$ cat src/spi_target.sv
module spi_target (
  input  logic       clk,
  input  logic       arst_n,
  input  logic       sck_rise,
  input  logic       sck_fall,
  input  logic       cs_n_s,
  input  logic       cs_fall,
  input  logic       mosi_s,
  input  logic       tx_load,
  input  logic [7:0] tx_byte,
  output logic [7:0] rx_byte,
  output logic       rx_valid,
  output logic       frame_start,
  output logic       miso
);

  logic [2:0] bit_cnt;
  logic [7:0] rx_shift;
  logic [7:0] tx_shift;
  logic       pending;
  logic       last_bit;

  assign last_bit = sck_rise && !cs_n_s && (bit_cnt == 3'd7);

  // Mode 0, sample on the rising SCK edge
  always_ff @(posedge clk or negedge arst_n) begin
    if (!arst_n) begin
      bit_cnt     <= '0;
      rx_valid    <= 1'b0;
      frame_start <= 1'b0;
    end else begin
      frame_start <= cs_fall;
      rx_valid    <= last_bit && !pending;
      if (cs_n_s) begin
        bit_cnt <= '0;
      end else if (sck_rise) begin
        bit_cnt <= bit_cnt + 3'd1;
      end
    end
  end

  always_ff @(posedge clk) begin
    if (sck_rise && !cs_n_s) begin
      rx_shift <= {rx_shift[6:0], mosi_s};
    end
  end

  assign rx_byte = rx_shift;

  // A loaded response owns the next whole byte frame
  always_ff @(posedge clk or negedge arst_n) begin
    if (!arst_n) begin
      pending <= 1'b0;
    end else if (tx_load) begin
      pending <= 1'b1;
    end else if (last_bit) begin
      pending <= 1'b0;
    end
  end

  // No shift before the first rising edge, or the MSB would be lost
  always_ff @(posedge clk) begin
    if (tx_load) begin
      tx_shift <= tx_byte;
    end else if (pending && sck_fall && (bit_cnt != 3'd0)) begin
      tx_shift <= {tx_shift[6:0], 1'b0};
    end
  end

  assign miso = pending & tx_shift[7];

endmodule

$ cat config.mk
export PLATFORM = sky130hd
export DESIGN_NAME = spi_target
export DESIGN_NICKNAME = d
export VERILOG_FILES = /design/src/spi_target.sv
export SDC_FILE = /design/constraint.sdc
export NUM_CORES = 1
export LEC_CHECK = 0
export BUFFER_PORTS_ARGS = -buffer_cell sky130_fd_sc_hd__buf_2
export CAP_MARGIN = 30
export CORE_UTILIZATION = 30
export DETAILED_ROUTE_END_ITERATION = 12
export PLACE_DENSITY = 0.52
export SLEW_MARGIN = 30
export SYNTH_ARGS = -nofsm -noshare
export SYNTH_HDL_FRONTEND = slang
export SYNTH_SLANG_ARGS = --single-unit
$ cat constraint.sdc
create_clock -name clk -period 1.9 [get_ports clk]
set_clock_uncertainty 0.1 [all_clocks]
set_input_delay 0.285 -clock clk [delete_from_list [all_inputs] [get_ports clk]]
set_output_delay 0.285 -clock clk [all_outputs]
set_load 0.005 [all_outputs]
* After elaboration in Yosys (flattened, before gate mapping)
Index checks and enable logic that the tools add are counted.
** Word-level totals
- Output and inout port bits :: 11
- Logic and storage cells :: 26
- Input port bits :: 16
- Register bits :: 22
** Operators by class
- Eq/ne operators :: 1
- Bitwise operators :: 1
- Add/subtract/negate cells :: 1
- Muxes and demuxes :: 6
- Reduce and logical (&&, ||, !) cells :: 11
** Operators by type and width (number)
- 2-to-1 mux 8 bit :: 2
- 2-to-1 mux 3 bit :: 2
- nonzero test 2 bit :: 3
- logical AND 1 bit :: 5
- adder 3 x 1 -> 3 bit, second input constant :: 1
- equality test 3 bit, second input constant :: 1
- nonzero test 3 bit :: 1
- logical NOT 1 bit :: 2
- 2-to-1 mux 1 bit :: 2
- AND 1 bit :: 1

* Depth between registers and ports, before layout
- Word-level depth :: 5
- Depth in mapped cells :: 4
- Depth with buffers taken out :: 4

* Worst setup path before layout
Ideal clock, no wire load.
- Path kind :: input to register
- Start :: in sck_rise
- End :: reg rx_shift[0] (netlist: rx_byte[0]), enable pin
- Data arrival time :: 834 ps
- Stages :: 2
- Setup slack :: 593 ps
- Required time :: 1427 ps
- Setup time :: 373 ps
- Path buffers :: 1
- Path through :: buf_4 > nor2b_1
** On the way
- Cells in the longest elaborated chain, start to end :: 1
** RTL lines
- start: declaration :: RTL line 4 : input logic sck_rise,
- logical AND 1 bit :: RTL line 43 : if (sck_rise && !cs_n_s) begin
- end signal: assignment :: RTL line 44 : rx_shift <= {rx_shift[6:0], mosi_s};
- end: declaration :: RTL line 18 : logic [7:0] rx_shift;
No other way between the ends.
A chain may end at the register's enable or synchronous reset.

* Final worst setup path
- Start :: reg bit_cnt[0]
- End :: reg tx_shift[6], enable pin
** On the way
- Cells in the longest elaborated chain, start to end :: 3
** RTL lines
- start: declaration :: RTL line 17 : logic [2:0] bit_cnt;
- start signal: assignment :: RTL line 37 : bit_cnt <= bit_cnt + 3'd1;
- nonzero test 3 bit :: RTL line 65 : end else if (pending && sck_fall && (bit_cnt != 3'd0)) begin
- logical AND 1 bit :: RTL line 65
- nonzero test 2 bit (no source line)
- end signal: assignment :: RTL line 64 : tx_shift <= tx_byte;
- end signal: assignment :: RTL line 66 : tx_shift <= {tx_shift[6:0], 1'b0};
- end: declaration :: RTL line 19 : logic [7:0] tx_shift;
No other way between the ends.

==> run_results.csv <==
group,metric,value,unit
status,outcome,"completed",
min_path,hold_depth,1,
min_path,hold_class,"in2reg",
die,initial_utilization,32.12,%
sta,setup-tns-final,0,ns
setup_path,r2r_start,"bit_cnt[0]",
yosys,synth_cell_types,17,
power,p_switching,0.1824,mW
min_path,hold_path_end,"rx_byte[0]",
grt,grt_max_degree,14,
placement,gp_congestion,0.6649,
placement,dp_hpwl,938.2,um
placement,port_buffers,26,
sta,final-hold-violation-count,0,
clocking,post_cts_buffers,0,
grt,antenna_found_initial,0,
power,p_leak,0.5013,nW
power,intPower,0.8224,mW
die,io-pin-count,27,
die,fp-row-count,19,
yosys,mappedNetlistArea,893.4,um2
setup_path,cp-end-kind,"flop",
setup_path,critPathRequiredTime,1.81,ns
clocking,root_buffer,"clkbuf_4",
sta,relSlewSlack,82.83,%
grt,grt_use_total,8.223,%
die,core,2781,um2
yosys,synth-seq-area-share,70.59,%
routing,wl_met2,567,um
power,p_total,1.005,mW
power,power_switching_share,18.15,%
routing,wl_met1,533,um
routing,initialDrtViolationCount,6,
routing,num_vias,473,
die,die_w,56.57,um
routing,drt-pass1-iter-count,2,
power,combPwrFrac,9.4,%
routing,vias_per_cell,4.223,
clocking,clockBufferDepth,2,
finish,antenna_cells,0,
yosys,synth_warnings,0,
finish,final_cells,112,
sta,max_freq,0.7252,GHz
setup_path,max_stage_delay,0.40,ns
routing,routed.top_layer,"met4",
setup_path,worstPathArrival,1.29,ns
sta,tightestPinTransition,0.2576,ns
grt,grt_pass1_vias,444,
finish,drive_gt1_share,49.38,%
finish,fillerInstances,275,
routing,met3_wirelength,77,um
yosys,ys_ff_latch,22,
setup_path,r2r_end,"tx_shift[6]",
clocking,cts_tree,"built",
setup_path,path_class,"reg2reg",
sta,rsz0062_at_grt,"no",
sta,fin_crit_sh,72.57,%
power,clkPwrFrac,34.4,%
clocking,numClockSinks,22,
sta,min_period,1.379,ns
setup_path,slowest_stage,"dfrtp_1",
yosys,synth_fp_nets,69,
routing,ant_nets,0,
finish,multi_input_comb_area,236.5,um2
clocking,cts_max_level,1,
power,power_density,894.3,nW/um2
finish,area_delta_synth_final,25.77,%
grt,overflow,0,
min_path,hold_start,"mosi_s",
job,maxCapViolations,0,
power,power_frac_seq,56.2,%
yosys,post_synth.cell_area_avg,17.87,um2
placement,place_inst,106,
routing,drt_wl_total,1194,um
setup_path,setup.worst_path.start,"bit_cnt[0]",
setup_path,path_cells,"inv_1, ha_1, nand2b_1, a31o_2",
setup_path,cp.buffers_inverters,1,
routing,post_drt_wl_per_cell,10.66,um
clocking,numCtsBuffers,3,
grt,grt_pass1_wl,1904,um
finish,final_net_count,101,
setup_path,cp_top_family,"flip-flops",
setup_path,cp-start-kind,"flop",
die,die_y,56.57,um
sta,slew_viol_final,0,
finish,regArea,630.6,um2
setup_path,reg2regPathDepth,4,
finish,final_core_util,40.40,%
clocking,insertion_delay,0.30,ns
clocking,path_clk_slew,0.12,ns
setup_path,crit_path_max_fanout,8,
die,die_area,3200,um2
power,irDropWorstVdd,0.5725,mV
sta,finalSetupViolations,0,
yosys,syn_inst,50,
routing,drc,0,
setup_path,r2r_setup_slack,0.52,ns
[routing by layer]
layer / up-vias / global-route usage, %
li1: 240 / -
met1: 218 / 9.985
met2: 13 / 11.76
met3: 2 / 5.069
met4: 0 / 3.136
met5: - / 0
[repair_timing]
action,4_1_cts,5_1_grt
hold endpoints to repair,7,0
gates resized for setup,0,0
hold buffers,2,0
[worst max path at each step]
stage                        endpoint  slack [ns]  cells past startpoint
after CTS                 tx_shift[6]        0.50                      4
after floorplan            rx_byte[0]        0.59                      2
after detailed placement  tx_shift[3]        0.53                      4
after global routing      tx_shift[6]        0.43                      4
final                     tx_shift[6]        0.52                      4
after global placement    tx_shift[0]        0.55                      4
[cell families (layout without fill, tap and decap cells)]
| logic type | after synthesis | after routing | synth area share [%] |
|---|---|---|---|
| flip-flops | 22 | 22 | 70.59 |
| multiplexers | 9 | 9 | 14.01 |
| AND/OR/NAND/NOR | 9 | 9 | 5.464 |
| buffers and inverters | 4 | 35 | 2.942 |
| adder cells (fa/ha/maj) | 3 | 3 | 4.202 |
| AO/OA/AOI/OAI | 2 | 2 | 1.821 |
| XOR/XNOR | 1 | 1 | 0.9806 |
[cell usage after synthesis]
| master | number | share of area (%) |
|---|---|---|
| and2_1 | 1 | 0.70 |
| and2_2 | 1 | 0.84 |
| nor2_1 | 4 | 1.7 |
| a21o_1 | 1 | 0.84 |
| xnor2_1 | 1 | 0.98 |
| edfxtp_1 | 16 | 54 |
| ha_1 | 3 | 4.2 |
| nand3b_1 | 1 | 0.84 |
| buf_6 | 1 | 1.3 |
| dfrtp_1 | 6 | 17 |
| a31o_2 | 1 | 0.98 |
| nand2b_1 | 1 | 0.70 |
| buf_4 | 1 | 0.84 |
| nor2b_1 | 1 | 0.70 |
| mux2_4 | 7 | 12 |
| mux2i_1 | 2 | 2.2 |
| inv_1 | 2 | 0.84 |
[worst register-to-register path, delay by kind of cell (launching register included)]
kind                       cells  cell delay (ns)
and+or+nand+nor                1             0.06
adders and majority gates      1             0.19
AOI/OAI and AO/OA              1             0.27
buffers and inverters          1             0.06
DFF                            1             0.40
[cell type report]
cell class	count	share of cell area [%]
clock buffer	3	2.004
clock inverter	1	2.673
inverter	2	0.6682
multi-input combinational	24	21.05
sequential	22	56.12
tap	31	3.452
timing repair buffer	29	14.03
[state kept, by name, summed over array words and instances, names as in the netlist]
signal and count:
rx_byte 8, tx_shift 8, bit_cnt 3, frame_start 1
pending 1, rx_valid 1
[per-stage QoR]
stage	area, um2	worst slack, ns	hold WS (ns)
floorplan	893.4	0.5933	-0.1106
global placement	1051	0.5529	0.01691
detailed placement	1051	0.5290	0.01741
CTS	1124	0.5014	0.03869
global route	1124	0.4327	0.01199
finish	1124	0.5212	0.05162
[power by group through the flow]
stage / Sequential, mW / Combinational [mW] / Clock [mW]
3_3_place_gp: 0.575 / 0.0918 / 0
3_5_place_dp: 0.575 / 0.0944 / 0
6_report: 0.564 / 0.0946 / 0.346
4_1_cts: 0.565 / 0.0973 / 0.355
2_1_floorplan: 0.573 / 0.0594 / 0
5_1_grt: 0.569 / 0.105 / 0.384
[layout by cell type, fill, tap and decap left out]
cell type and count:
buf_2 26, edfxtp_1 16, mux2_4 7, dfrtp_1 6
nor2_1 4, ha_1 3, clkbuf_4 3, inv_1 2
mux2i_1 2, dlygate4sd3_1 2, and2_1 1, nor2b_1 1
nand3b_1 1, nand2b_1 1, a31o_2 1, xnor2_1 1
and2_2 1, a21o_1 1, bufinv_16 1, buf_4 1
(Power assumes the default switching activity.)
