[src/host_cmd_pkg.sv]
package host_cmd_pkg;

  typedef enum logic [7:0] {
    get_cookie = 8'd0,
    ram_poke   = 8'd1,
    ram_peek   = 8'd2,
    dbus_read  = 8'd3,
    dbus_write = 8'd4
  } host_cmd_e;

  // Answer to get_cookie, lets the ESP detect the card
  localparam logic [7:0] COOKIE = 8'hAF;

  typedef struct packed {
    host_cmd_e  op;
    logic [7:0] p0;
    logic [7:0] p1;
    logic [7:0] p2;
  } host_cmd_t;

  // Tells the ESP which access raised the request
  typedef enum logic [2:0] {
    trs_io_in  = 3'd0,
    trs_io_out = 3'd1,
    frehd_in   = 3'd2,
    frehd_out  = 3'd3
  } esp_status_e;

endpackage

[src/trs_bus_pkg.sv]
package trs_bus_pkg;

  // Only the upper 32 KB exists, selected by A15
  localparam int RAM_ADDR_W = 15;

  localparam logic [7:0] TRS_IO_PORT   = 8'd31;
  localparam logic [3:0] FREHD_PORT_HI = 4'hC;

  // Request pulse length in clk cycles
  localparam int ESP_REQ_CYCLES = 50;

  // I/O cycles put the port number on the low address byte
  typedef struct packed {
    logic [7:0] hi;
    logic [7:0] port;
  } trs_io_addr_t;

  typedef union packed {
    logic [15:0]  mem;
    trs_io_addr_t io;
  } trs_addr_u;

  typedef struct packed {
    trs_addr_u addr;
    logic      rd_n;
    logic      wr_n;
    logic      in_n;
    logic      out_n;
  } trs_bus_t;

endpackage

[src/edge_sync.sv]
module edge_sync (
  input  logic clk,
  input  logic arst_n,
  input  logic d,
  output logic q,
  output logic rise,
  output logic fall
);

  logic meta;
  logic sync;
  logic hist;

  always_ff @(posedge clk or negedge arst_n) begin
    if (!arst_n) begin
      meta <= 1'b0;
      sync <= 1'b0;
      hist <= 1'b0;
      rise <= 1'b0;
      fall <= 1'b0;
    end else begin
      meta <= d;
      sync <= meta;
      hist <= sync;
      rise <= sync & ~hist;
      fall <= ~sync & hist;
    end
  end

  // Level lines up with the edge pulses
  assign q = hist;

endmodule

[src/esp_request.sv]
module esp_request (
  input  logic                      clk,
  input  logic                      arst_n,
  input  trs_bus_pkg::trs_bus_t     bus,
  input  logic                      esp_done_rise,
  output logic                      esp_sel,
  output logic                      esp_req,
  output logic                      esp_wait,
  output host_cmd_pkg::esp_status_e esp_s
);

  import trs_bus_pkg::*;
  import host_cmd_pkg::*;

  typedef logic [$clog2(ESP_REQ_CYCLES + 1)-1:0] req_cnt_t;

  logic     io_port;
  logic     hd_port;
  logic     sel_rise;
  req_cnt_t count;

  assign io_port = (bus.addr.io.port == TRS_IO_PORT);
  assign hd_port = (bus.addr.io.port[7:4] == FREHD_PORT_HI);
  assign esp_sel = (io_port || hd_port) && !(bus.in_n && bus.out_n);

  // Status follows the access type directly
  always_comb begin
    esp_s = trs_io_in;
    if (io_port && !bus.out_n) begin
      esp_s = trs_io_out;
    end else if (hd_port && !bus.in_n) begin
      esp_s = frehd_in;
    end else if (hd_port && !bus.out_n) begin
      esp_s = frehd_out;
    end
  end

  edge_sync u_sel_sync (.clk, .arst_n, .d(esp_sel), .q(), .rise(sel_rise), .fall());

  // WAIT holds the Z80 until the ESP reports done
  always_ff @(posedge clk or negedge arst_n) begin
    if (!arst_n) begin
      count    <= '0;
      esp_req  <= 1'b0;
      esp_wait <= 1'b0;
    end else if (sel_rise) begin
      count    <= req_cnt_t'(ESP_REQ_CYCLES);
      esp_req  <= 1'b1;
      esp_wait <= 1'b1;
    end else begin
      if (esp_done_rise) begin
        esp_wait <= 1'b0;
      end
      if (count == req_cnt_t'(1)) begin
        esp_req <= 1'b0;
      end
      if (count != '0) begin
        count <= count - req_cnt_t'(1);
      end
    end
  end

endmodule

[config.mk]
export PLATFORM = sky130hd
export DESIGN_NAME = esp_request
export DESIGN_NICKNAME = d
export VERILOG_FILES = /design/src/host_cmd_pkg.sv /design/src/trs_bus_pkg.sv /design/src/edge_sync.sv /design/src/esp_request.sv
export SDC_FILE = /design/constraint.sdc
export NUM_CORES = 1
export LEC_CHECK = 0
export ABC_AREA = 1
export BUFFER_PORTS_ARGS = -buffer_cell sky130_fd_sc_hd__clkbuf_2
export CORE_UTILIZATION = 48
export CTS_BUF_LIST = sky130_fd_sc_hd__clkbuf_16
export CTS_CLUSTER_DIAMETER = 60
export DETAILED_ROUTE_END_ITERATION = 10
export HOLD_SLACK_MARGIN = 0.15
export PLACE_DENSITY = 0.77
export SYNTH_ARGS = -nofsm -noshare
export SYNTH_HDL_FRONTEND = slang
export SYNTH_HIERARCHICAL = 1
export SYNTH_SLANG_ARGS = --single-unit
[constraint.sdc]
create_clock -name clk -period 2.05 [get_ports clk]
set_input_delay 0.205 -clock clk [delete_from_list [all_inputs] [get_ports clk]]
set_output_delay 0.205 -clock clk [all_outputs]
set_load 0.05 [all_outputs]
# == After elaboration in Yosys (flattened, before gate mapping) ==
# Index checks and enable logic that the tools add are counted.
# word_totals
regBits,12
memories,0
output_inout_bits,6
romBits,0
elab_cells,35
ram_bits,0
in_bits,23
latchBits,0
# op_classes
n_eq_ne,3
n_reduce_logical,13
bitwise,2
mux,9
n_mul,0
addsub,1
shifts,0
div_mod_pow,0
n_lt_le_gt_ge,0
# op_table
cell,n
$mux W6,2
$eq A8 B5 Y1 const B,1
$eq A6 B1 Y1 const B,1
$reduce_bool A2 Y1,3
$reduce_bool A6 Y1,1
$sub A6 B1 Y6 const B,1
$logic_and A1 B1 Y1,5
$eq A4 B4 Y1 const B,1
$mux W1,4
$mux W2,2
$logic_not A1 Y1,3
$mux W3,1
$and A1 B1 Y1,1
$logic_or A1 B1 Y1,1
$not A1 Y1,1

# == Longest topological paths before layout ==
# depth
word_depth,5
ltp_mapped,7
ltp_nobuf,7

# == Hierarchy ==
# Netlist, hierarchy kept.
# modules_own_cells
mod,cells_each,instances,seq_area_each_um2,area_per_inst_um2
esp_request,66,1,200.2,503.0
edge_sync,9,1,125.1,140.1

# == Least setup slack after synthesis ==
# Ideal clock, no wire load.
# synth_path
path_type,input -> register
startpoint,input port bus[8] in the netlist's numbering
endpoint,register u_sel_sync.meta
setup_ps,253
n_path_buf,0
required_ps,1797
setup_slack_ps,183
stages,4
arrival_ps,1613
cell_sequence,inv_1 nor3_1 nand2_1 a21boi_0
# synth_between
elab_chain_cells,3
elab_cells_between_ends,4
classes_between,eq/ne: 2; reduce/logical: 2
# synth_rtl
item,line,source
from (decl),esp_request.sv:4,"input trs_bus_pkg::trs_bus_t bus,"
$eq A8 B5 Y1 / $eq A4 B4 Y1 (equally long branches),"esp_request.sv:22, esp_request.sv:23",
$logic_or A1 B1 Y1 (*),esp_request.sv:24,assign esp_sel = (io_port || hd_port) && !(bus.in_n && bus.out_n);
$logic_and A1 B1 Y1 (*),esp_request.sv:24,
net esp_sel,esp_request.sv:6,"output logic esp_sel,"
to (signal assigned),edge_sync.sv:16,meta <= 1'b0;
to (signal assigned),edge_sync.sv:22,meta <= d;
to (decl),edge_sync.sv:10,logic meta;
# Mark *: on every way through the listed nets, which the timed path passes. The rest lies on a longest branch.
# A chain may end at the register's enable or synchronous reset.

# == Worst setup path after layout ==
# layout_path
startpoint,register count[0]
endpoint,register count[3]
# layout_between
elab_chain_cells,3
elab_cells_between_ends,5
classes_between,add/sub: 1; mux: 2; reduce/logical: 2
# layout_rtl
item,line,source
from (decl),esp_request.sv:20,req_cnt_t count;
from (signal assigned),esp_request.sv:47,count <= req_cnt_t'(ESP_REQ_CYCLES);
from (signal assigned),esp_request.sv:58,count <= count - req_cnt_t'(1);
$sub A6 B1 Y6,esp_request.sv:58,
$mux W6,esp_request.sv:57,if (count != '0) begin
$mux W6,esp_request.sv:46,end else if (sel_rise) begin
# Parallel ways exist; a longest one is shown, timed or not. The select of a mux whose other input is x is not followed.

==> summary.md <==
| Metric | Value |
|---|---|
| Status | finished, final reports clean |
| Top Ports | 29 |
| Layout cells sized above 1 | 0.301 |
| Routed Antenna Nets | 0 |
| Crit-path max cell delay | 400 ps |
| CTS tree | built |
| Fin nets | 119 |
| Period Utilization, post-route | 0.646 |
| DP Wirelength | 941 um |
| TritonCTS Buffers | 3 |
| Largest net degree at the start of global routing | 13 |
| H-tree levels | 1 |
| PwrDens | 1410 nW/um^2 |
| Startpoint types | register |
| WL per Instance | 12.2 um |
| Die Height | 37.7 um |
| Max Cap Viol | 0 |
| Setup TNS | 0 ps |
| Worst EP required | 2170 ps |
| Final worst path period need | 1320 ps |
| Commonest cells after routing, fill and taps aside | 17 x clkbuf_2, 15 x nand2_1, 12 x dfrtp_1 |
| Full die area | 1420 sq um |
| Initial antenna violation count | 0 |
| Design Power | 0.00112 W |
| Crit-path most repeated cell | inv_1 |
| Buffers on Ports | 17 |
| Final Max Slew Viols | 0 |
| Clock Pin Slew Worst Setup and Hold Paths | 40 ps |
| Clk buf depth | 2 |
| Row cnt | 12 |
| Hold Crit Class | input pin to register |
| GRT Util Overall | 0.225 |
| Setup Skew | 1.83 ps |
| Synthesized area per cell | 8.48 sq um |
| Critical path class | register to register |
| Via count | 534 |
| CP cell instances | inv_1, ha_1, nand2_4, nor2_4, nand3_2, inv_1, nor2_1 |
| Multi-input gate area | 262 sq um |
| Static leakage | 0.430 nW |
| Core area | 1140 sq um |
| Final Hold Viols | 0 |
| Cell area after layout | 795 sq um |
| # diodes | 0 |
| Worst Setup End Kind | register |
| DRT Wirelength | 1310 um |
| First-pass GRT wire length | 2170 um |
| Most common cell after layout, fill and taps aside | clkbuf_2 |
| Clock Sinks | 12 |
| Area Overhead vs Synth | 30.1% |
| Cell area after synthesis | 611 sq um |
| Warnings, synthesis | 6 |
| Via density | 4.99 |
| # DRC | 0 |
| Worst-Skew Late Latency | 230 ps |
| Initial DRC count | 6 |
| RSZ-0062 raised after global routing | no |
| Core Util, Final | 0.696 |
| Initial Util | 0.535 |
| Sequential cell area | 300 sq um |
| Total of fill cells in the finished design | 98 |
| Die width | 37.7 um |
| Arrival time at the worst endpoint | 1440 ps |
| Endpoints failing setup | 0 |
| Drt first pass iters | 4 |
| Worst path slowest cell | dfrtp_1 |
| Post-synthesis cell count | 72 |
| Clk root buf | clkbuf_16 |
| Placer Congestion | 0.781 |
| Post-DP Area | 706 sq um |
| Vias in the first global route | 561 |
| Finished Layout Cells | 107 |
| Critical Path Fanout Max | 4 |
| Syn_nets | 97 |
| Total gr overflow | 0 |
| Placed cell count | 102 |
| Max frequency | 0.756 GHz |
| Worst IR Drop VDD | 0.909 mV |
-- report_power, final --
part / switching, W / total [W] / internal (W)
clock network: 0.0000921 / 0.000348 / 0.000256
logic: 0.000253 / 0.000392 / 0.000139
registers: 0.0000690 / 0.000383 / 0.000314
total: 0.000414 / 0.00112 / 0.000709
-- layout make-up --
class	instances	area share
clock inverters	1	0.00472
repair buffers	18	0.120
inverters	11	0.0520
well taps	14	0.0220
flip-flops and latches	12	0.378
multi-input cells	48	0.329
clock buffers	3	0.0945
-- critical path, delay by kind of cell, from the launching register on --
family | cells | cell delay [ps]
DFF | 1 | 400
and+or+nand+nor | 4 | 350
buffers and inverters | 2 | 220
adders and majority gates | 1 | 220
-- per-stage QoR --
stage	setup WS (ps)	hold slack [ps]
floorplan	183	-90.6
global placement	693	102
detailed placement	724	102
CTS	724	156
global route	608	190
finish	727	154
-- sequential cells by signal, indices dropped and copies added, names as in the netlist --
signal           count
u_sel_sync/meta      1
u_sel_sync/sync      1
esp_req              1
count                6
esp_wait             1
u_sel_sync/q         1
u_sel_sync/rise      1
-- per-layer routing --
metal | vias to the layer above | wire length, um | track usage
met2 | 17 | 710 | 0.422
met3 | 0 | 59 | 0.0536
met1 | 249 | 538 | 0.240
met5 | - | 0 | 0
li1 | 268 | - | -
met4 | 0 | 0 | 0.0804
-- path summary, 6_finish.rpt --
path	startpoint	end	slack, ps	cells after the start
worst max-delay path	count[0]$_DFFE_PN0P_	count[3]$_DFFE_PN0P_	730	7
worst min-delay path	esp_done_rise	esp_wait$_DFFE_PN0P_	150	2
worst max register to register	count[0]$_DFFE_PN0P_	count[3]$_DFFE_PN0P_	730	7
worst min register to register	u_sel_sync/meta$_DFF_PN0_	u_sel_sync/sync$_DFF_PN0_	350	0
max in group asynchronous	arst_n	count[3]$_DFFE_PN0P_	1410	2
min in group asynchronous	arst_n	count[5]$_DFFE_PN0P_	400	2
-- repair_timing --
item | CTS | global route
hold buffers | 1 | 0
gates resized for setup | 0 | 0
endpoints found under the hold margin | 12 | 0
buffers inserted | 0 | 0
No activity file was read; power rests on OpenSTA's default activity.
