[config.mk]
export PLATFORM = sky130hd
export DESIGN_NAME = trs_bus_port
export DESIGN_NICKNAME = d
export VERILOG_FILES = /design/src/host_cmd_pkg.sv /design/src/trs_bus_pkg.sv /design/src/trs_bus_port.sv
export SDC_FILE = /design/constraint.sdc
export NUM_CORES = 1
export LEC_CHECK = 0
export BUFFER_PORTS_ARGS = -buffer_cell sky130_fd_sc_hd__buf_2
export CORE_ASPECT_RATIO = 0.6
export CORE_MARGIN = 2
export CORE_UTILIZATION = 32
export CTS_BUF_LIST = sky130_fd_sc_hd__clkbuf_8
export DETAILED_ROUTE_END_ITERATION = 7
export PLACE_DENSITY = 0.95
export SYNTH_ARGS = -nofsm -noshare
export SYNTH_HDL_FRONTEND = slang
export SYNTH_SLANG_ARGS = --single-unit
[constraint.sdc]
create_clock -name clk -period 3.09 [get_ports clk]
set_clock_uncertainty 0.15 [all_clocks]
set_input_delay 0.4635 -clock clk [delete_from_list [all_inputs] [get_ports clk]]
set_output_delay 0.4635 -clock clk [all_outputs]
set_load 0.01 [all_outputs]
[src/host_cmd_pkg.sv]
package host_cmd_pkg;

  typedef enum logic [7:0] {
    get_cookie = 8'd0,
    ram_poke   = 8'd1,
    ram_peek   = 8'd2,
    dbus_read  = 8'd3,
    dbus_write = 8'd4
  } host_cmd_e;

  // Answer to get_cookie, lets the ESP detect the card
  localparam logic [7:0] COOKIE = 8'hAF;

  typedef struct packed {
    host_cmd_e  op;
    logic [7:0] p0;
    logic [7:0] p1;
    logic [7:0] p2;
  } host_cmd_t;

  // Tells the ESP which access raised the request
  typedef enum logic [2:0] {
    trs_io_in  = 3'd0,
    trs_io_out = 3'd1,
    frehd_in   = 3'd2,
    frehd_out  = 3'd3
  } esp_status_e;

endpackage

[src/trs_bus_pkg.sv]
package trs_bus_pkg;

  // Only the upper 32 KB exists, selected by A15
  localparam int RAM_ADDR_W = 15;

  localparam logic [7:0] TRS_IO_PORT   = 8'd31;
  localparam logic [3:0] FREHD_PORT_HI = 4'hC;

  // Request pulse length in clk cycles
  localparam int ESP_REQ_CYCLES = 50;

  // I/O cycles put the port number on the low address byte
  typedef struct packed {
    logic [7:0] hi;
    logic [7:0] port;
  } trs_io_addr_t;

  typedef union packed {
    logic [15:0]  mem;
    trs_io_addr_t io;
  } trs_addr_u;

  typedef struct packed {
    trs_addr_u addr;
    logic      rd_n;
    logic      wr_n;
    logic      in_n;
    logic      out_n;
  } trs_bus_t;

endpackage

[src/trs_bus_port.sv]
module trs_bus_port (
  input  logic                               clk,
  input  logic                               arst_n,
  input  trs_bus_pkg::trs_bus_t              bus,
  input  logic                               rd_fall,
  input  logic                               wr_fall,
  input  logic                               esp_sel,
  input  logic [7:0]                         trs_d_in,
  input  host_cmd_pkg::host_cmd_t            cmd,
  input  logic                               action,
  output logic                               ram_a_en,
  output logic                               ram_a_regce,
  output logic                               ram_a_we,
  output logic [trs_bus_pkg::RAM_ADDR_W-1:0] ram_a_addr,
  output logic [7:0]                         ram_a_wdata,
  input  logic [7:0]                         ram_a_rdata,
  output logic [7:0]                         trs_d_out,
  output logic                               trs_d_oe,
  output logic                               trs_oe_n,
  output logic                               trs_dir
);

  import trs_bus_pkg::*;
  import host_cmd_pkg::*;

  logic       ram_hit;
  logic       start;
  logic [2:0] seq;
  logic       acc_wr;
  logic       capture;

  assign ram_hit = bus.addr.mem[15];

  // The strobe pulse is the check cycle
  assign start = (rd_fall || wr_fall) && ram_hit;

  // en, regce and capture follow one cycle apart
  always_ff @(posedge clk or negedge arst_n) begin
    if (!arst_n) begin
      seq    <= '0;
      acc_wr <= 1'b0;
    end else begin
      seq <= {seq[1:0], start};
      if (start) begin
        acc_wr <= wr_fall;
      end
    end
  end

  assign ram_a_en    = seq[0];
  assign ram_a_we    = seq[0] && acc_wr;
  assign ram_a_regce = seq[1] && !acc_wr;
  assign capture     = seq[2] && !acc_wr;
  assign ram_a_addr  = bus.addr.mem[RAM_ADDR_W-1:0];
  assign ram_a_wdata = trs_d_in;

  // Data register serves RAM reads and ESP writes to the bus
  always_ff @(posedge clk) begin
    if (capture) begin
      trs_d_out <= ram_a_rdata;
    end else if (action && cmd.op == dbus_write) begin
      trs_d_out <= cmd.p0;
    end
  end

  always_ff @(posedge clk or negedge arst_n) begin
    if (!arst_n) begin
      trs_d_oe <= 1'b0;
    end else begin
      trs_d_oe <= !bus.rd_n || !bus.in_n;
    end
  end

  assign trs_oe_n = !((ram_hit && !(bus.rd_n && bus.wr_n)) || esp_sel);
  assign trs_dir  = bus.rd_n && bus.in_n;

endmodule

# [Word level (Yosys, flattened, before mapping)]
# Index checks and enable logic that the tools add are counted.
[classes] n_reduce_logical=17 n_eq_ne=1 mux=2
[ops] cell="2-to-1 mux 8 bit" n=2
[ops] cell="== test 8 x 3 -> 1 bit, second input constant" n=1
[ops] cell="logical AND 1 bit" n=8
[ops] cell="logical NOT 1 bit" n=5
[ops] cell="logical OR 1 bit" n=3
[ops] cell="nonzero test 2 bit" n=1
[totals] input_bits=74 ff_bits=13 out_inout_bits=37 word_cells=24

# [Logic depth before layout (Yosys ltp)]
# Gate-level depths: netlist of run 1.
[depth] ltp_word=5 ltp_mapped=3 ltp_nobuf=2

# [Least setup slack after synthesis of run 1]
# No wires, ideal clock.
[synth_path] path_type="input port to flip-flop" from="input port cmd[28] (netlist bit)" to="register trs_d_out[0] (enable)" arrival_ns=1.494 cell_stages=2 t_required_ns=2.565 setup_slack_ns=1.071 cell_sequence="or4b_4 -> o31ai_2"
[synth_via] elab_chain_len=3
[synth_rtl] element="from (decl)" line_no="trs_bus_port.sv:9" source="input host_cmd_pkg::host_cmd_t cmd,"
[synth_rtl] element="== test 8 x 3 -> 1 bit" line_no="trs_bus_port.sv:61" source="end else if (action && cmd.op == dbus_write) begin"
[synth_rtl] element="logical AND 1 bit" line_no="trs_bus_port.sv:61"
[synth_rtl] element="nonzero test 2 bit (no line)"
[synth_rtl] element="to (signal assigned)" line_no="trs_bus_port.sv:60" source="trs_d_out <= ram_a_rdata;"
[synth_rtl] element="to (signal assigned)" line_no="trs_bus_port.sv:62" source="trs_d_out <= cmd.p0;"
[synth_rtl] element="to (decl)" line_no="trs_bus_port.sv:17" source="output logic [7:0] trs_d_out,"
# Every way passes these cells.
# A chain may end at the register's enable or synchronous reset.

# [Final worst setup path of run 1]
[layout_path] from="input port cmd[28] (netlist bit)" to="register trs_d_out[5] (enable)"
# The elaborated chain is that of the path after synthesis.

==> impl_metrics.py, run 1 <==
metrics = {
    "cts": {
        "htreeDepth": 1,
        "cts_tree": "yes",
        "cts_root_buffer": "clkbuf_8",
        "clockBufferDepth": 2,
        "clock_insertion_delay_worst_skew_ns": 0.23,
        "ctsResizeCount": 0,
        "cts.sinks": 13,
        "cts_setup_buffers": 0,
        "cts_buffers": 3,
        "clk_pin_slew_ns": 0.05,
        "cts_hold_buf": 1,
    },
    "layout": {
        "n_antenna_cell": 0,
        "syn_to_final_growth_pct": 20.69,
        "final_core_util_pct": 40.49,
        "fin_area_um2": 875.8,
        "nNetsFinal": 161,
        "drive_gt1_share_pct": 69.77,
        "nFillCells": 208,
    },
    "drt": {
        "routed-via-count": 503,
        "drcViolationCount": 0,
        "ant_nets": 0,
        "routed_wl_mm": 1.340,
        "viasPerCell": 4.336,
        "avgRoutedWirePerCell_um": 11.55,
        "first_pass_iters": 4,
        "drt_iter0_drc": 8,
    },
    "setup_path": {
        "cp-start-kind": "input port",
        "path_cells": "buf_2 -> or4b_4 -> o31ai_2",
        "cpMaxStageDelayCell": "o31ai_2",
        "crit_required_ns": 2.81,
        "criticalPathCategory": "in2reg",
        "arrival_ns": 1.70,
        "crit_path_end_kind": "register",
        "worst-path-max-fanout": 8,
        "crit_path_max_incr_delay_ns": 0.62,
    },
    "place": {
        "dpl_cell_area_um2": 820.8,
        "gp_congestion": 0.7047,
        "port_buffers": 47,
    },
    "yosys": {
        "ys_warn_count": 0,
        "yosys-top-cells-count": "buf_4, edfxtp_1, mux2_2",
        "synth_seq_cells": 13,
        "syn_area_um2": 725.7,
        "synth_edf_count": 8,
        "seq_area_frac_synth_pct": 50.34,
        "postSynthCellCount": 58,
        "yosysTopAreaCell": "edfxtp_1",
        "synth.distinct_cells": 16,
        "synth-async-reset-ratio_pct": 38.46,
        "yosysMostFrequentCell": "buf_4",
        "ys.flop_type": "edfxtp_1",
        "netlist_top_cells_area": "edfxtp_1, buf_4, dfrtp_1, mux2_2, or4b_4",
        "synthDominantCellAreaShare_pct": 33.10,
        "avgSynthCellArea_um2": 12.51,
        "syn_nets": 132,
    },
    "floorplan": {
        "die_h_um": 40.89,
        "io_pins": 111,
        "num_rows": 13,
        "fp.dieArea_mm2": 0.002677,
        "die_w_um": 65.48,
        "start_util_pct": 33.55,
        "core_mm2": 0.002163,
    },
    "sta": {
        "tightest_slew_ns": 0.6945,
        "fin_crit_sh_pct": 64.25,
        "rsz0062_at_grt": "false",
        "finalHoldViolCount": 0,
        "setup_viol": 0,
        "fmax_mhz": 503.7,
        "fin_crit_ns": 1.985,
        "hold_ws_ns": 0.2221,
        "fin_tns_setup_ns": 0,
        "final_max_slew_viol_count": 0,
        "relSlewSlack_pct": 53.42,
    },
    "power_and_ir_drop": {
        "power_density_mw_per_mm2": 471.5,
        "vdd_ir_drop_max_v": 0.0001469,
        "power_uw": 413.0,
        "p_leak_nw": 0.4228,
    },
    "outcome": {
        "status": "finished clean",
    },
    "global_route": {
        "grt_start_max_net_pins": 10,
        "grt_pass1_wl_mm": 1.863,
        "overflow": 0,
        "track_usage_pct": 10.12,
        "grt_pass1_vias": 450,
        "antenna_found_initial": 0,
    },
    "run": {
        "drv_cap": 0,
    },
    "min_path": {
        "hp-class": "reg2reg",
    },
}
==> report_power, final <==
part           switching, mW  total [mW]  internal (mW)
Combinational         0.0287      0.0667         0.0380
Clock                 0.0550       0.142         0.0874
Sequential           0.00388       0.204          0.200
==> flip-flops by register name (all words and copies together), names as in the netlist <==
| name | count |
|---|---|
| acc_wr | 1 |
| seq | 3 |
| trs_d_oe | 1 |
| trs_d_out | 8 |
==> area by class of cell <==
type / instances / area, um^2 / share of cell area, %
sequential: 13 / 365.4 / 41.71
timing repair buffer: 48 / 245.2 / 28.00
multi-input combinational: 20 / 178.9 / 20.43
clock buffer: 3 / 41.29 / 4.714
tap: 30 / 37.54 / 4.286
clock inverter: 1 / 3.754 / 0.4286
inverter: 1 / 3.754 / 0.4286
==> per-layer routing <==
layer / routed length, um / vias to the layer above / track usage [%]
met4: 22 / 0 / 5.208
met2: 737 / 44 / 19.64
met1: 415 / 224 / 8.908
li1: - / 231 / -
met5: 0 / - / 0
met3: 165 / 4 / 5.769
==> cells by family after synthesis <==
kind of cell / synth area share [%]
DFF: 50.34
buffers and inverters: 25.00
AOI/OAI and AO/OA: 3.448
muxes: 13.97
and+or+nand+nor: 7.243
==> through the flow <==
stage                     setup slack, ns  instances
after global routing                1.026        116
after floorplan                     1.071         58
after global placement             0.8575        111
after detailed placement           0.8304        111
after CTS                           1.085        116
final                               1.105        116
==> path summary, 6_finish.rpt <==
kind | start | endpoint | slack [ns] | depth (start not counted)
min in group asynchronous | arst_n | seq[0] | 0.42 | 2
max | cmd[28] | trs_d_out[5] | 1.10 | 3
min | seq[1] | seq[2] | 0.22 | 0
max reg2reg | acc_wr | trs_d_out[6] | 1.54 | 2
min reg2reg | seq[1] | seq[2] | 0.22 | 0
max in group asynchronous | arst_n | trs_d_oe | 2.25 | 2
==> cells in the final DEF, fill, tap and decap left out, drive strengths merged <==
cell type	count
o21a	1
mux2	9
inv	2
or4b	1
buf	47
or3	1
and2	1
clkbuf	3
o31ai	1
nor2b	1
dlygate4sd3	1
nand2b	2
a21oi	1
nand2	2
dfrtp	5
edfxtp	8
==> worst max-delay path, delay by kind of cell <==
kind / cells / cell delay [ns]
simple gates: 1 / 0.52
buf+inv: 1 / 0.10
compound gates: 1 / 0.62
(Power assumes the default switching activity.)
==> run 2, diff against run 1 <==
--- a/config.mk
+++ b/config.mk
@@ -8,10 +8,10 @@
 export BUFFER_PORTS_ARGS = -buffer_cell sky130_fd_sc_hd__buf_2
 export CORE_ASPECT_RATIO = 0.6
 export CORE_MARGIN = 2
-export CORE_UTILIZATION = 32
+export CORE_UTILIZATION = 29
 export CTS_BUF_LIST = sky130_fd_sc_hd__clkbuf_8
 export DETAILED_ROUTE_END_ITERATION = 7
-export PLACE_DENSITY = 0.95
+export PLACE_DENSITY = 0.91
 export SYNTH_ARGS = -nofsm -noshare
 export SYNTH_HDL_FRONTEND = slang
 export SYNTH_SLANG_ARGS = --single-unit
==> constraint.sdc (replaced) <==
create_clock -name clk -period 2 [get_ports clk]
set_clock_uncertainty 0.15 [all_clocks]
set_input_delay 0.3 -clock clk [delete_from_list [all_inputs] [get_ports clk]]
set_output_delay 0.3 -clock clk [all_outputs]
set_load 0.01 [all_outputs]
==> impl_metrics.py, run 2 (synthesized netlist as in run 1, its figures left out) <==
metrics = {
    "outcome": {
        "status": "finished clean",
    },
    "sta": {
        "fin_crit_sh_pct": 78.31,
        "fmax_mhz": 638.5,
        "final_max_slew_viol_count": 0,
        "setup_viol": 0,
        "fin_tns_setup_ns": 0,
        "tightest_slew_ns": 0.4548,
        "fin_crit_ns": 1.566,
        "setup_ws_ns": 0.4339,
        "relSlewSlack_pct": 69.68,
        "finalHoldViolCount": 0,
        "rsz0062_at_grt": "false",
    },
    "layout": {
        "nNetsFinal": 162,
        "largest_reg_flops": 8,
        "drive_gt1_share_pct": 70.11,
        "top_regs": "trs_d_out x8, seq x3",
        "mostFrequentLayoutCell": "buf_2",
        "n_antenna_cell": 0,
        "fin_area_um2": 883.3,
        "syn_to_final_growth_pct": 21.72,
        "final_cell_mix": "buf_2, mux2_2, edfxtp_1, dfrtp_1, clkbuf_8",
        "regMostFlops": "trs_d_out",
    },
    "power_and_ir_drop": {
        "vdd_ir_drop_max_v": 0.0002270,
        "power_uw": 638.7,
        "p_leak_nw": 0.4280,
        "power_density_mw_per_mm2": 723.0,
    },
    "place": {
        "hpwlAfterDp_mm": 1.168,
        "dpl_cell_area_um2": 828.3,
        "gp_congestion": 0.6053,
        "pre_cts_ws_ns": 0.1994,
        "port_buffers": 47,
    },
    "cts": {
        "clockBufferDepth": 2,
        "htreeDepth": 1,
        "cts_tree": "yes",
        "clock_insertion_delay_worst_skew_ns": 0.23,
        "cts_root_buffer": "clkbuf_8",
        "cts_setup_buffers": 0,
        "cts.sinks": 13,
        "cts_buffers": 3,
        "clk_pin_slew_ns": 0.05,
    },
    "floorplan": {
        "die_h_um": 42.75,
        "start_util_pct": 32.10,
        "core_mm2": 0.002261,
        "die_w_um": 68.58,
        "num_rows": 13,
        "fp.dieArea_mm2": 0.002932,
        "io_pins": 111,
    },
    "setup_path": {
        "path_buf_inv": 0,
        "cpMaxStageDelayCell": "nand2b_1",
        "crit_path_end_kind": "register",
        "cp-start-kind": "register",
        "crit_path_max_incr_delay_ns": 0.40,
        "reg2reg_from": "acc_wr",
        "arrival_ns": 1.40,
        "reg2regPathDepth": 2,
        "crit_required_ns": 1.83,
        "criticalPathCategory": "reg2reg",
        "cp.depth": 2,
        "path_cells": "nand2b_1 -> mux2_2",
        "crit_family": "simple AND/OR/NAND/NOR gates",
        "startpoint": "acc_wr",
        "worst-path-max-fanout": 9,
    },
    "drt": {
        "avgRoutedWirePerCell_um": 11.65,
        "viasPerCell": 4.410,
        "routed_wl_mm": 1.363,
        "drcViolationCount": 0,
        "routed-via-count": 516,
        "first_pass_iters": 2,
        "ant_nets": 0,
        "drt_iter0_drc": 3,
    },
    "global_route": {
        "grt_pass1_vias": 520,
        "grt_pass1_wl_mm": 2.201,
        "overflow": 0,
        "track_usage_pct": 10.42,
        "antenna_found_initial": 0,
        "grt_start_max_net_pins": 10,
    },
    "min_path": {
        "hp-class": "in2reg",
        "hold_start": "bus[1]",
        "whs_path_depth": 2,
    },
    "run": {
        "drv_cap": 0,
    },
}
## run 2: final timing paths
path,slack (ns),to
setup / recovery,0.43,trs_d_out[3]
hold / removal,0.10,trs_d_oe
setup reg to reg,0.43,trs_d_out[3]
hold reg to reg,0.22,seq[2]
max in group asynchronous,1.32,seq[2]
min in group asynchronous,0.25,seq[0]
## run 2: final cells by class
cell class / count / area [um^2]
Fill cell: 237 / 1378
Clock inverter: 1 / 3.754
Multi-Input combinational cell: 20 / 178.9
Sequential cell: 13 / 365.4
Inverter: 1 / 3.754
Tap cell: 30 / 37.54
Timing Repair Buffer: 49 / 252.7
Clock buffer: 3 / 41.29
## run 2: where the power goes
| part | internal (mW) | switching, mW |
|---|---|---|
| Clock | 0.135 | 0.0836 |
| Combinational | 0.0607 | 0.0445 |
| Sequential | 0.309 | 0.00618 |
## run 2: metrics by stage
step | utilization (%) | hold slack (ns) | cells
floorplan | - | -0.1456 | 58
global placement | 36.64 | -0.03878 | 112
global route | 39.07 | 0.09481 | 117
CTS | 39.07 | 0.09610 | 117
finish | 39.07 | 0.1022 | 117
detailed placement | 36.64 | -0.03155 | 112
## run 2: per-layer routing
| metal | up-vias | track usage [%] | wire length, um |
|---|---|---|---|
| met3 | 6 | 5.570 | 166 |
| met4 | 0 | 7.200 | 34 |
| met2 | 46 | 16.92 | 674 |
| met1 | 232 | 10.00 | 488 |
| li1 | 232 | - | - |
| met5 | - | 0 | 0 |
## run 2: what timing repair did
| action | in CTS | in global routing |
|---|---|---|
| hold buffers | 1 | 0 |
| hold endpoints to repair | 5 | 0 |
| gates resized for setup | 0 | 0 |
==> run 3, diff against run 2 <==
==> constraint.sdc (replaced) <==
create_clock -name clk -period 1.6 [get_ports clk]
set_clock_uncertainty 0.15 [all_clocks]
set_input_delay 0.24 -clock clk [delete_from_list [all_inputs] [get_ports clk]]
set_output_delay 0.24 -clock clk [all_outputs]
set_load 0.01 [all_outputs]
==> impl_metrics.py, run 3 (synthesized netlist as in run 1, its figures left out) <==
metrics = {
    "setup_path": {
        "path_cells": "buf_2 -> or4b_4 -> o31ai_4 -> buf_12",
        "crit_family": "simple AND/OR/NAND/NOR gates",
        "arrival_ns": 1.25,
        "path_buf_inv": 2,
        "cp-start-kind": "input port",
        "crit_required_ns": 1.41,
        "crit_path_end_kind": "register",
        "cpMaxStageDelayCell": "or4b_4",
        "worst-path-max-fanout": 8,
        "criticalPathCategory": "in2reg",
        "crit_path_max_incr_delay_ns": 0.54,
    },
    "layout": {
        "mostFrequentLayoutCell": "buf_2",
        "nNetsFinal": 164,
        "top_regs": "trs_d_out x8, seq x3",
        "drive_gt1_share_pct": 71.91,
        "largest_reg_flops": 8,
        "n_antenna_cell": 0,
        "syn_to_final_growth_pct": 28.62,
        "regMostFlops": "trs_d_out",
        "final_cell_mix": "buf_2, mux2_2, edfxtp_1, dfrtp_1, clkbuf_8",
        "fin_area_um2": 933.4,
        "final_core_util_pct": 41.28,
    },
    "outcome": {
        "status": "finished clean",
    },
    "drt": {
        "drcViolationCount": 0,
        "viasPerCell": 4.235,
        "routed_wl_mm": 1.323,
        "routed-via-count": 504,
        "ant_nets": 0,
        "first_pass_iters": 4,
        "avgRoutedWirePerCell_um": 11.12,
        "drt_iter0_drc": 13,
    },
    "power_and_ir_drop": {
        "sw_frac_of_total_pct": 21.98,
        "combPwrFrac_pct": 18.6,
        "p_int_uw": 651.4,
        "power_frac_seq_pct": 47.0,
        "clock_power_share_pct": 34.3,
        "vdd_ir_drop_max_v": 0.0004117,
        "power_switching_uw": 183.5,
        "power_density_mw_per_mm2": 894.4,
        "p_leak_nw": 0.4458,
    },
    "floorplan": {
        "die_w_um": 68.58,
        "die_h_um": 42.75,
        "fp.dieArea_mm2": 0.002932,
        "start_util_pct": 32.10,
        "io_pins": 111,
        "core_mm2": 0.002261,
        "num_rows": 13,
    },
    "global_route": {
        "grt_start_max_net_pins": 10,
        "grt_pass1_vias": 562,
        "overflow": 0,
        "antenna_found_initial": 0,
        "track_usage_pct": 9.584,
        "grt_pass1_wl_mm": 2.132,
    },
    "sta": {
        "final_max_slew_viol_count": 0,
        "tightest_slew_ns": 0.2182,
        "fin_crit_ns": 1.448,
        "fmax_mhz": 690.6,
        "fin_crit_sh_pct": 90.50,
        "finalHoldViolCount": 0,
        "rsz0062_at_grt": "false",
        "hold_ws_ns": 0.02430,
        "setup_viol": 0,
        "relSlewSlack_pct": 85.49,
    },
    "place": {
        "port_buffers": 47,
        "gp_congestion": 0.5940,
        "dpl_cell_area_um2": 877.1,
    },
    "cts": {
        "clk_pin_slew_ns": 0.06,
        "cts_tree": "yes",
        "cts.sinks": 13,
        "cts_root_buffer": "clkbuf_8",
        "clockBufferDepth": 2,
        "cts_setup_buffers": 0,
        "ctsResizeCount": 0,
        "cts_buffers": 3,
        "cts_hold_buf": 1,
        "htreeDepth": 1,
        "clock_insertion_delay_worst_skew_ns": 0.24,
    },
    "run": {
        "drv_cap": 0,
    },
    "min_path": {
        "hp-class": "in2reg",
    },
}
==> run 3: worst paths after layout <==
| path | startpoint | endpoint | slack, ns | cells past startpoint |
|---|---|---|---|---|
| setup / recovery | cmd[28] | trs_d_out[5] | 0.15 | 4 |
| hold / removal | bus[1] | trs_d_oe | 0.02 | 2 |
| setup reg to reg | acc_wr | trs_d_out[4] | 0.20 | 3 |
| hold reg to reg | seq[1] | seq[2] | 0.23 | 0 |
| max in group asynchronous | arst_n | seq[2] | 0.98 | 2 |
| min in group asynchronous | arst_n | acc_wr | 0.19 | 2 |
==> run 3: per-layer routing <==
metal | routed length, um | global-route usage [%] | vias to the layer above
met5 | 0 | 0 | -
met4 | 26 | 6.000 | 0
met1 | 429 | 7.869 | 228
met2 | 716 | 18.85 | 34
met3 | 149 | 3.183 | 6
li1 | - | - | 236
==> run 3: stage by stage <==
stage	setup slack (ns)	power, mW	setup TNS (ns)	cells
5_1_grt	0.1330	0.8745	0	119
3_5_place_dp	-0.1079	0.5564	-0.8612	114
4_1_cts	0.1458	0.8448	0	119
2_1_floorplan	-0.009273	0.5227	-0.07418	58
6_report	0.1521	0.8349	0	119
3_3_place_gp	-0.09313	0.5491	-0.7428	114
==> run 3: power by group through the flow <==
stage / logic, mW / registers [mW] / clock network [mW]
after floorplan: 0.114 / 0.409 / 0
after detailed placement: 0.157 / 0.400 / 0
after CTS: 0.159 / 0.393 / 0.293
final: 0.156 / 0.393 / 0.287
after global placement: 0.151 / 0.398 / 0
after global routing: 0.172 / 0.395 / 0.307
==> run 3: cell type report <==
class                           count  area [um^2]
Fill cell                         217         1328
Sequential cell                    13        365.4
Timing Repair Buffer               51        292.8
Multi-Input combinational cell     20        187.7
Clock buffer                        3        41.29
Tap cell                           30        37.54
Clock inverter                      1        5.005
Inverter                            1        3.754
==> run 3: worst register-to-register path: stages, from the launching register on <==
cell,delay (ns)
dfrtp_1,0.37
nand2b_1,0.18
buf_12,0.15
mux2_1,0.30
